$ cat config.mk
export PLATFORM = sky130hd
export DESIGN_NAME = typing_game_top
export DESIGN_NICKNAME = d
export VERILOG_FILES = /design/src/game_pkg.sv /design/src/key_pkg.sv /design/src/game_fsm.sv /design/src/key_state_tracker.sv /design/src/letter_checker.sv /design/src/penalty_timer.sv /design/src/typing_game_top.sv
export SDC_FILE = /design/constraint.sdc
export NUM_CORES = 1
export LEC_CHECK = 0
export BUFFER_PORTS_ARGS = -buffer_cell sky130_fd_sc_hd__buf_4
export CORE_ASPECT_RATIO = 2
export CORE_MARGIN = 2
export CORE_UTILIZATION = 49
export CTS_CLUSTER_DIAMETER = 200
export DETAILED_ROUTE_END_ITERATION = 8
export SYNTH_ARGS = -nofsm -noshare
export SYNTH_HDL_FRONTEND = slang
export SYNTH_SLANG_ARGS = --single-unit
$ cat constraint.sdc
create_clock -name clk -period 4.5 [get_ports clk]
set_input_delay 0.225 -clock clk [delete_from_list [all_inputs] [get_ports clk]]
set_output_delay 0.225 -clock clk [all_outputs]
set_load 0.03 [all_outputs]
$ cat src/game_pkg.sv
package game_pkg;

    // ==================================================
    // Game phases
    // ==================================================
    typedef enum logic [2:0] {
        WAIT          = 3'd0,
        WAIT_TO_START = 3'd1,
        WORD          = 3'd2,
        WRONG         = 3'd3,
        FINISH        = 3'd4
    } game_state_t;

    // ==================================================
    // Counter widths and types
    // ==================================================
    localparam int WORD_CNT_W    = 11;
    localparam int MISTAKE_CNT_W = 8;
    localparam int PENALTY_CNT_W = 6;
    localparam int START_CNT_W   = 29;

    typedef logic [WORD_CNT_W-1:0]    word_cnt_t;     // Correct letters typed.
    typedef logic [MISTAKE_CNT_W-1:0] mistake_cnt_t;  // Saturates at all ones.
    typedef logic [PENALTY_CNT_W-1:0] penalty_cnt_t;
    typedef logic [START_CNT_W-1:0]   start_cnt_t;

    // ==================================================
    // Game scale
    // ==================================================
    // Kept small for simulation, hardware would use seconds worth of cycles.
    localparam word_cnt_t    WORD_TARGET    = 11'd6;
    localparam start_cnt_t   START_DELAY    = 29'd8;
    localparam penalty_cnt_t PENALTY_CYCLES = 6'd5;

endpackage

$ cat src/key_pkg.sv
package key_pkg;

    // ==================================================
    // Key code and held-key map widths
    // ==================================================
    localparam int KEY_CODE_W = 9;                // Bit 8 carries the E0 prefix.
    localparam int KEY_MAP_W  = 1 << KEY_CODE_W;  // One bit per possible code.

    typedef logic [KEY_CODE_W-1:0] key_code_t;
    typedef logic [KEY_MAP_W-1:0]  key_map_t;

    // ==================================================
    // Codes the game recognizes
    // ==================================================
    localparam key_code_t KEY_ENTER = 9'd90;

    // Home row letters used by the target sequence.
    localparam key_code_t KEY_A = 9'd28;
    localparam key_code_t KEY_S = 9'd27;
    localparam key_code_t KEY_D = 9'd35;
    localparam key_code_t KEY_F = 9'd43;
    localparam key_code_t KEY_J = 9'd59;
    localparam key_code_t KEY_K = 9'd66;

endpackage

$ cat src/game_fsm.sv
`timescale 1ns/1ps

module game_fsm (
    input  logic                   clk,
    input  logic                   rst,
    input  key_pkg::key_map_t      key_down,
    input  key_pkg::key_code_t     last_change,
    input  logic                   been_ready,
    input  logic                   wrong,
    input  game_pkg::word_cnt_t    word_cnt,
    input  game_pkg::penalty_cnt_t wrong_cnt,
    output game_pkg::game_state_t  state,
    output game_pkg::start_cnt_t   stcnt
);

    game_pkg::game_state_t next_state;
    game_pkg::start_cnt_t  next_stcnt;
    logic                  enter_press;
    logic                  enter_held;
    logic                  start_done;

    // WAIT needs a fresh press, so an Enter still held from FINISH
    // cannot restart the game by itself.
    assign enter_held  = key_down[last_change] && (last_change == key_pkg::KEY_ENTER);
    assign enter_press = been_ready && enter_held;
    assign start_done  = (stcnt == game_pkg::START_DELAY - 1'b1);

    // ==================================================
    // Next state
    // ==================================================
    always_comb begin
        next_state = state;
        case (state)
            game_pkg::WAIT: begin
                if (enter_press) begin
                    next_state = game_pkg::WAIT_TO_START;
                end
            end
            game_pkg::WAIT_TO_START: begin
                if (start_done) begin
                    next_state = game_pkg::WORD;
                end
            end
            game_pkg::WORD: begin
                if (word_cnt == game_pkg::WORD_TARGET) begin
                    next_state = game_pkg::FINISH;
                end else if (wrong) begin
                    next_state = game_pkg::WRONG;
                end
            end
            game_pkg::WRONG: begin
                if (wrong_cnt == '0) begin
                    next_state = game_pkg::WORD;  // Penalty served.
                end
            end
            game_pkg::FINISH: begin
                if (enter_held) begin
                    next_state = game_pkg::WAIT;
                end
            end
            default: begin
                next_state = game_pkg::WAIT;
            end
        endcase
    end

    always_ff @(posedge clk) begin
        if (rst) begin
            state <= game_pkg::WAIT;
        end else begin
            state <= next_state;
        end
    end

    // ==================================================
    // Start delay counter
    // ==================================================
    // Runs only in WAIT_TO_START.
    assign next_stcnt = (state != game_pkg::WAIT_TO_START) ? '0 : stcnt + 1'b1;

    always_ff @(posedge clk) begin
        if (rst) begin
            stcnt <= '0;
        end else begin
            stcnt <= next_stcnt;
        end
    end

endmodule

$ cat src/key_state_tracker.sv
`timescale 1ns/1ps

module key_state_tracker (
    input  logic               clk,
    input  logic               rst,
    input  logic               key_valid,
    input  key_pkg::key_code_t key_code,
    input  logic               key_release,
    output key_pkg::key_map_t  key_down,
    output key_pkg::key_code_t last_change,
    output logic               been_ready
);

    logic held_now;
    logic fresh_press;

    // A make of a key that is already down is a typematic repeat.
    assign held_now    = key_down[key_code];
    assign fresh_press = key_valid && !key_release && !held_now;

    // ==================================================
    // Held-key map
    // ==================================================
    always_ff @(posedge clk) begin
        if (rst) begin
            key_down <= '0;
        end else if (key_valid) begin
            key_down[key_code] <= !key_release;  // Set on make, clear on break.
        end
    end

    // ==================================================
    // Most recent event and fresh press strobe
    // ==================================================
    always_ff @(posedge clk) begin
        if (rst) begin
            last_change <= '0;
        end else if (key_valid) begin
            last_change <= key_code;
        end
    end

    always_ff @(posedge clk) begin
        if (rst) begin
            been_ready <= 1'b0;
        end else begin
            been_ready <= fresh_press;  // One cycle only.
        end
    end

endmodule

$ cat src/letter_checker.sv
`timescale 1ns/1ps

module letter_checker (
    input  logic                   clk,
    input  logic                   rst,
    input  game_pkg::game_state_t  state,
    input  logic                   been_ready,
    input  key_pkg::key_code_t     last_change,
    output logic                   correct,
    output logic                   wrong,
    output game_pkg::word_cnt_t    word_cnt,
    output game_pkg::mistake_cnt_t mistake_cnt
);

    // ==================================================
    // Target letter sequence
    // ==================================================
    localparam int SEQ_LEN = 6;
    localparam int IDX_W   = $clog2(SEQ_LEN);

    localparam key_pkg::key_code_t SEQ [SEQ_LEN] = '{
        key_pkg::KEY_A,
        key_pkg::KEY_S,
        key_pkg::KEY_D,
        key_pkg::KEY_F,
        key_pkg::KEY_J,
        key_pkg::KEY_K
    };

    logic [IDX_W-1:0]   seq_idx;
    key_pkg::key_code_t expected;
    logic               judge;
    logic               match;

    assign expected = SEQ[seq_idx];

    // Only presses while a game is running and unfinished are judged.
    assign judge = (state == game_pkg::WORD) && been_ready &&
                   (word_cnt < game_pkg::WORD_TARGET);
    assign match = (last_change == expected);

    // ==================================================
    // Judgement strobes
    // ==================================================
    always_ff @(posedge clk) begin
        if (rst) begin
            correct <= 1'b0;
            wrong   <= 1'b0;
        end else begin
            correct <= judge && match;
            wrong   <= judge && !match;
        end
    end

    // ==================================================
    // Sequence index and counts
    // ==================================================
    always_ff @(posedge clk) begin
        if (rst) begin
            seq_idx     <= '0;
            word_cnt    <= '0;
            mistake_cnt <= '0;
        end else if (state == game_pkg::WAIT) begin
            seq_idx     <= '0;  // New game starts from the first letter.
            word_cnt    <= '0;
            mistake_cnt <= '0;
        end else if (judge) begin
            if (match) begin
                // Wrap so a longer target reuses the sequence.
                if (seq_idx == IDX_W'(SEQ_LEN - 1)) begin
                    seq_idx <= '0;
                end else begin
                    seq_idx <= seq_idx + 1'b1;
                end
                word_cnt <= word_cnt + 1'b1;
            end else if (mistake_cnt != '1) begin
                mistake_cnt <= mistake_cnt + 1'b1;  // Saturating.
            end
        end
    end

endmodule

$ cat src/penalty_timer.sv
`timescale 1ns/1ps

module penalty_timer (
    input  logic                   clk,
    input  logic                   rst,
    input  logic                   wrong,
    output game_pkg::penalty_cnt_t wrong_cnt
);

    logic counting;

    assign counting = (wrong_cnt != '0);

    // ==================================================
    // Penalty countdown
    // ==================================================
    // Loads on the same edge the FSM enters WRONG, then runs down
    // once per cycle and rests at zero.
    always_ff @(posedge clk) begin
        if (rst) begin
            wrong_cnt <= '0;
        end else if (wrong) begin
            wrong_cnt <= game_pkg::PENALTY_CYCLES;
        end else if (counting) begin
            wrong_cnt <= wrong_cnt - 1'b1;
        end
    end

endmodule

$ cat src/typing_game_top.sv
`timescale 1ns/1ps

module typing_game_top (
    input  logic                   clk,
    input  logic                   rst,
    input  logic                   key_valid,
    input  key_pkg::key_code_t     key_code,
    input  logic                   key_release,
    output game_pkg::game_state_t  state,
    output game_pkg::word_cnt_t    word_cnt,
    output game_pkg::mistake_cnt_t mistake_cnt,
    output game_pkg::penalty_cnt_t wrong_cnt
);

    key_pkg::key_map_t    key_down;
    key_pkg::key_code_t   last_change;
    logic                 been_ready;
    logic                 wrong;

    key_state_tracker tracker_i (
        .clk         (clk),
        .rst         (rst),
        .key_valid   (key_valid),
        .key_code    (key_code),
        .key_release (key_release),
        .key_down    (key_down),
        .last_change (last_change),
        .been_ready  (been_ready)
    );

    letter_checker checker_i (
        .clk         (clk),
        .rst         (rst),
        .state       (state),
        .been_ready  (been_ready),
        .last_change (last_change),
        .correct     (),
        .wrong       (wrong),
        .word_cnt    (word_cnt),
        .mistake_cnt (mistake_cnt)
    );

    penalty_timer timer_i (
        .clk       (clk),
        .rst       (rst),
        .wrong     (wrong),
        .wrong_cnt (wrong_cnt)
    );

    game_fsm fsm_i (
        .clk         (clk),
        .rst         (rst),
        .key_down    (key_down),
        .last_change (last_change),
        .been_ready  (been_ready),
        .wrong       (wrong),
        .word_cnt    (word_cnt),
        .wrong_cnt   (wrong_cnt),
        .state       (state),
        .stcnt       ()
    );

endmodule
* Word level (Yosys, flattened, before mapping)
Memory sizes are Yosys's and may differ from the RTL's.
Index checks and enable logic that the tools add are counted.
** Cells by class
- Bitwise logic cells :: 2
- Muxes and demuxes :: 19
- Reductions and logical operators :: 21
- $add $sub $neg :: 5
- $lt $le $gt $ge :: 5
- Eq/ne operators :: 16
** Operators with widths (count)
- $bwmux W512 :: 1
- $add A29 B1 Y29 const B :: 1
- $eq A29 B3 Y1 const B :: 1
- $mux W3 :: 9
- $lt A9 B10 Y1 const B :: 2
- $bmux W1 S9 :: 2
- $mux W9 :: 2
- $pmux W3 S5 :: 1
- $add A11 B1 Y11 const B :: 1
- $eq A11 B3 Y1 const B :: 1
- $lt A11 B3 Y1 const B :: 1
- $demux W1 S9 :: 1
- $eq A9 B7 Y1 const B :: 1
- $eq A9 B9 Y1 :: 1
- $ge A9 B1 Y1 const B :: 1
- $add A8 B1 Y8 const B :: 1
- $logic_and A1 B1 Y1 :: 8
- $ne A2 B1 Y1 const B :: 4
- $ne A8 B8 Y1 const B :: 1
- $eq A3 B2 Y1 const B :: 2
- $eq A3 B3 Y1 const B :: 2
- $logic_not A6 Y1 :: 1
- $ne A3 B1 Y1 const B :: 2
- $reduce_bool A6 Y1 :: 1
- 14 further kinds :: 20
** Storage, ports and cells
- Output and inout bits :: 28
- Logic and storage cells :: 80
- Input bits :: 13
- Flip-flop bits (word level) :: 583
- Bits in read-only memories :: 72
- Memories :: 1
** Memories
- (name not given) :: words 8, bits a word 9, rd ports 1, clocked after Yosys merged registers in 0, write ports 0, line letter_checker.sv:35 : assign expected = SEQ[seq_idx];

* Longest topological paths before layout
- Depth after elaboration :: 7
- Mapped depth :: 11
- Mapped depth without buffers :: 8

* Modules after synthesis
From an unflattened synthesis, not the netlist that was laid out.
** Unflattened totals
- Cell total of the unflattened synthesis :: 2658
- Area, all modules :: 26778.2 um^2
** Modules (own cells, without submodules)
- key_state_tracker :: area an instance 23657.7 um^2, cells each 2293, instances 1, sequential area each 10450.0 um^2
- game_fsm :: area an instance 1659.1 um^2, cells each 197, instances 1, sequential area each 640.6 um^2
- letter_checker :: area an instance 1142.3 um^2, cells each 130, instances 1, sequential area each 480.5 um^2
- penalty_timer :: area an instance 319.1 um^2, cells each 38, instances 1, sequential area each 120.1 um^2

* Least setup slack after synthesis
No wires, ideal clock.
- Kind :: input -> register
- Start point :: in key_code[0]
- End point :: reg tracker_i.been_ready
- Required time :: 4.422 ns
- Setup slack :: 1.963 ns
- Buffers on the path :: 4
- Cell stages on the path :: 10
- Library setup time :: 0.078 ns
- Arrival time :: 2.460 ns
- Cell sequence :: buf_6 > buf_4 > buf_2 > buf_2 > mux4_2 > a221oi_1 > o22ai_1 > nor3_1 > o22ai_1 > nor3_1
** On the way
- Cells in the longest elaborated chain, start to end :: 4
** Ends and longest elaborated chain
- start, declared :: line typing_game_top.sv:7 : input key_pkg::key_code_t key_code,
- $bmux W1 S9 :: line key_state_tracker.sv:18 : assign held_now = key_down[key_code];
- $mux W1 (not written as such) :: line key_state_tracker.sv:18
- $logic_not A1 Y1 :: line key_state_tracker.sv:19 : assign fresh_press = key_valid && !key_release && !held_now;
- $logic_and A1 B1 Y1 :: line key_state_tracker.sv:19
- end signal, assigned :: line key_state_tracker.sv:47 : been_ready <= fresh_press;
- end, declared :: line key_state_tracker.sv:11 : output logic been_ready
No other way between the ends. The select of a mux whose other input is x is not followed.
A chain may end at the register's enable or synchronous reset.

* Final worst setup path
- Start point :: reg checker_i.word_cnt[6]
- End point :: reg checker_i.word_cnt[2]
** On the way
- Cells in the longest elaborated chain, start to end :: 3
** Ends and longest elaborated chain
- start, declared :: line letter_checker.sv:11 : output game_pkg::word_cnt_t word_cnt,
- start signal, assigned :: line letter_checker.sv:75 : word_cnt <= word_cnt + 1'b1;
- $lt A11 B3 Y1 :: line letter_checker.sv:39 : (word_cnt < game_pkg::WORD_TARGET);
- $logic_and A1 B1 Y1 :: line letter_checker.sv:38 : assign judge = (state == game_pkg::WORD) && been_ready &&
- $reduce_and A2 Y1 (no line)
No other way between the ends.

==> impl_metrics.yaml <==
status:
  status: "finished, final reports clean"
clock_tree:
  cts.sinks: 583
  cts_tree: "yes"
  cts-root-buf: "clkbuf_16"
  cts_hold_buf: 0
  htree_levels: 2
  postCtsSetupBuffers: 0
  cts_resized: 0
  insertion_delay_ns: 0.62
  clk_pin_slew_ns: 0.07
  cts_max_path_buffers: 3
  numCtsBuffers: 53
critical_path:
  cpMostUsedCell: "nand2_1"
  crit_fanout: 8
  critPathArrivalTime_ns: 3.31
  cp_cell_sequence: "nor4_1 -> nand2_1 -> or4_1 -> nor3_1 -> nand2_1 -> xor2_1 -> nor2_1"
  path_class: "register to register"
  cp_data_required_time_ns: 4.97
  path_buf_inv: 0
  startpoint_type: "register"
  max_stage_delay_ns: 0.72
  crit_family: "simple AND/OR/NAND/NOR gates"
  slowest_stage: "nor3_1"
  end_kind: "register"
die:
  num_rows: 120
  die_y_um: 331.5
  die_w_um: 167.7
  io_pins: 41
  initial_utilization: 0.4930
  core_area_mm2: 0.05330
  die_area_mm2: 0.05560
finish:
  final_nets: 2449
  area_delta_synth_final_pct: 8.905
  diodes: 0
  utilization: 0.5369
  drive_gt1_frac: 0.1520
global_route:
  antenna_found_initial: 0
  overflow: 0
  use_met2: 0.4989
  track_usage: 0.2810
  grtUsageMet3: 0.02983
  grt_pass1_wl_um: 124300
  gr-max-usage-layer: "met2"
  grt.met1_usage: 0.3384
  grt_max_degree: 194
  first_global_vias: 20870
synth:
  yosysMostFrequentCell: "dfxtp_1"
  synth_common_cells: "583 x dfxtp_1, 530 x a21oi_1, 516 x a311oi_1"
  synth_nets: 2660
  synth_edf_count: 0
  syn_avg_cell_area_um2: 9.945
  yosys_warnings: 0
  synth_cell_types: 58
  synthFlopType: "dfxtp_1"
  yosysTopAreaCell: "dfxtp_1"
  async_flop_share: 0
  yosys-top-cells-area: "dfxtp_1 44%, a311oi_1 17%, mux4_2 10%"
  synth-seq-cells: 583
  ys_seq_area_frac: 0.4442
  synth.top_cell.area_share: 0.4442
  syn_inst: 2642
  netlist_area_mm2: 0.02628
placed_design:
  dp_hpwl_um: 45960
  gp_congestion: 0.8309
  io_buffers: 40
  pre_cts_slack_ns: 1.066
timing:
  tightest_slew_ns: 1.241
  final_hold_viol_count: 0
  setup_ws_ns: 1.666
  max_clock_freq_mhz: 352.8
  rsz0062_at_grt: "no"
  period_share: 0.6299
  fin_crit_ns: 2.834
  setup_tns_ns: 0
  maxSlewHeadroom: 0.1720
  setup_violations: 0
  skew_ns: 0.02975
  drv_slew: 0
route:
  vias_per_cell: 6.917
  drt_wl_total_um: 79630
  drc_errors: 0
  first_iter_violations: 1896
  ant_nets: 0
  drt_pass1_iterations: 5
  num_vias: 21750
  routedWlPerCell_um: 25.33
pwr:
  power_mw: 10.82
  cellPowerDensity_mw_per_mm2: 378.0
  peakVddDrop_v: 0.0002996
  p_leak_nw: 8.390
hold_path:
  min-delay-path-class: "input pin to register"
job:
  cap_violations: 0
[final cells by class]
| class | count | area, um2 |
|---|---|---|
| sequential | 583 | 11670 |
| clock inverter | 22 | 284.0 |
| inverter | 10 | 37.54 |
| timing repair buffer | 113 | 973.4 |
| tap | 671 | 839.6 |
| clock buffer | 75 | 1541 |
| fill | 4717 | 24690 |
| multi-input combinational | 1670 | 13270 |
[layer usage]
layer | vias to the layer above | share of wire | routed length, um
li1 | 10100 | - | -
met4 | 0 | 0.049 | 3913
met5 | - | 0 | 0
met3 | 179 | 0.052 | 4114
met1 | 10710 | 0.38 | 30440
met2 | 758 | 0.52 | 41170
[per-stage QoR]
step	hold slack (ns)	area (um2)	instances
global route	0.03987	28610	3144
global placement	0.4332	26790	3047
floorplan	0.3726	26280	2642
detailed placement	0.4384	26790	3047
finish	0.03109	28610	3144
CTS	0.02153	28610	3144
[placed cells by master (no fill, tap or decap), types with 9 or more instances in the layout]
cell type,n
xnor2_1,19
nor2_1,84
and2_1,11
nor2_2,25
clkbuf_16,55
a21oi_1,530
nand2b_1,13
o22ai_1,9
nand2_1,52
dfxtp_1,583
nand4_1,19
clkbuf_1,11
clkbuf_8,10
o21ai_0,11
xor2_1,19
a311oi_1,516
a22oi_1,19
nand3_1,20
nor3_1,25
nor4_1,13
inv_1,10
mux4_2,121
mux2i_1,51
buf_4,101
[report_power, final]
part / switching [mW] / internal [mW] / leakage (nW)
Combinational: 0.570 / 0.210 / 2.81
Sequential: 0.0335 / 5.19 / 4.70
Clock: 2.08 / 2.74 / 0.885
[worst paths after layout]
path | from | endpoint | slack [ns] | cells after the start
max | checker_i.word_cnt[6] | checker_i.word_cnt[2] | 1.67 | 7
min | key_code[7] | tracker_i.last_change[7] | 0.03 | 3
min reg2reg | fsm_i.stcnt[0] | fsm_i.stcnt[0] | 0.45 | 1
max reg2reg | checker_i.word_cnt[6] | checker_i.word_cnt[2] | 1.67 | 7
[state kept, by name (all words and copies together), names as in the netlist]
register,cells
tracker_i.key_down,512
fsm_i.stcnt,29
checker_i.word_cnt,11
tracker_i.last_change,9
checker_i.mistake_cnt,8
timer_i.wrong_cnt,6
checker_i.seq_idx,3
fsm_i.state,3
checker_i.wrong,1
tracker_i.been_ready,1
[kinds of logic after synthesis]
| family | Yosys count | share of synthesized area |
|---|---|---|
| xor gates and xnor gates | 38 | 0.01267 |
| DFF | 583 | 0.4442 |
| buffers and inverters | 389 | 0.05867 |
| adders and majority gates | 5 | 0.002381 |
| muxes | 175 | 0.1244 |
| and+or+nand+nor | 326 | 0.06195 |
| AOI/OAI and AO/OA | 1126 | 0.2957 |
[worst reg2reg max path: stages, from the launching register on]
cell and delay, ns:
dfxtp_1 0.33, nor4_1 0.37, nand2_1 0.29, or4_1 0.61, nor3_1 0.72, nand2_1 0.16
xor2_1 0.18, nor2_1 0.05
Note: power is estimated with default switching activity, not from simulation.
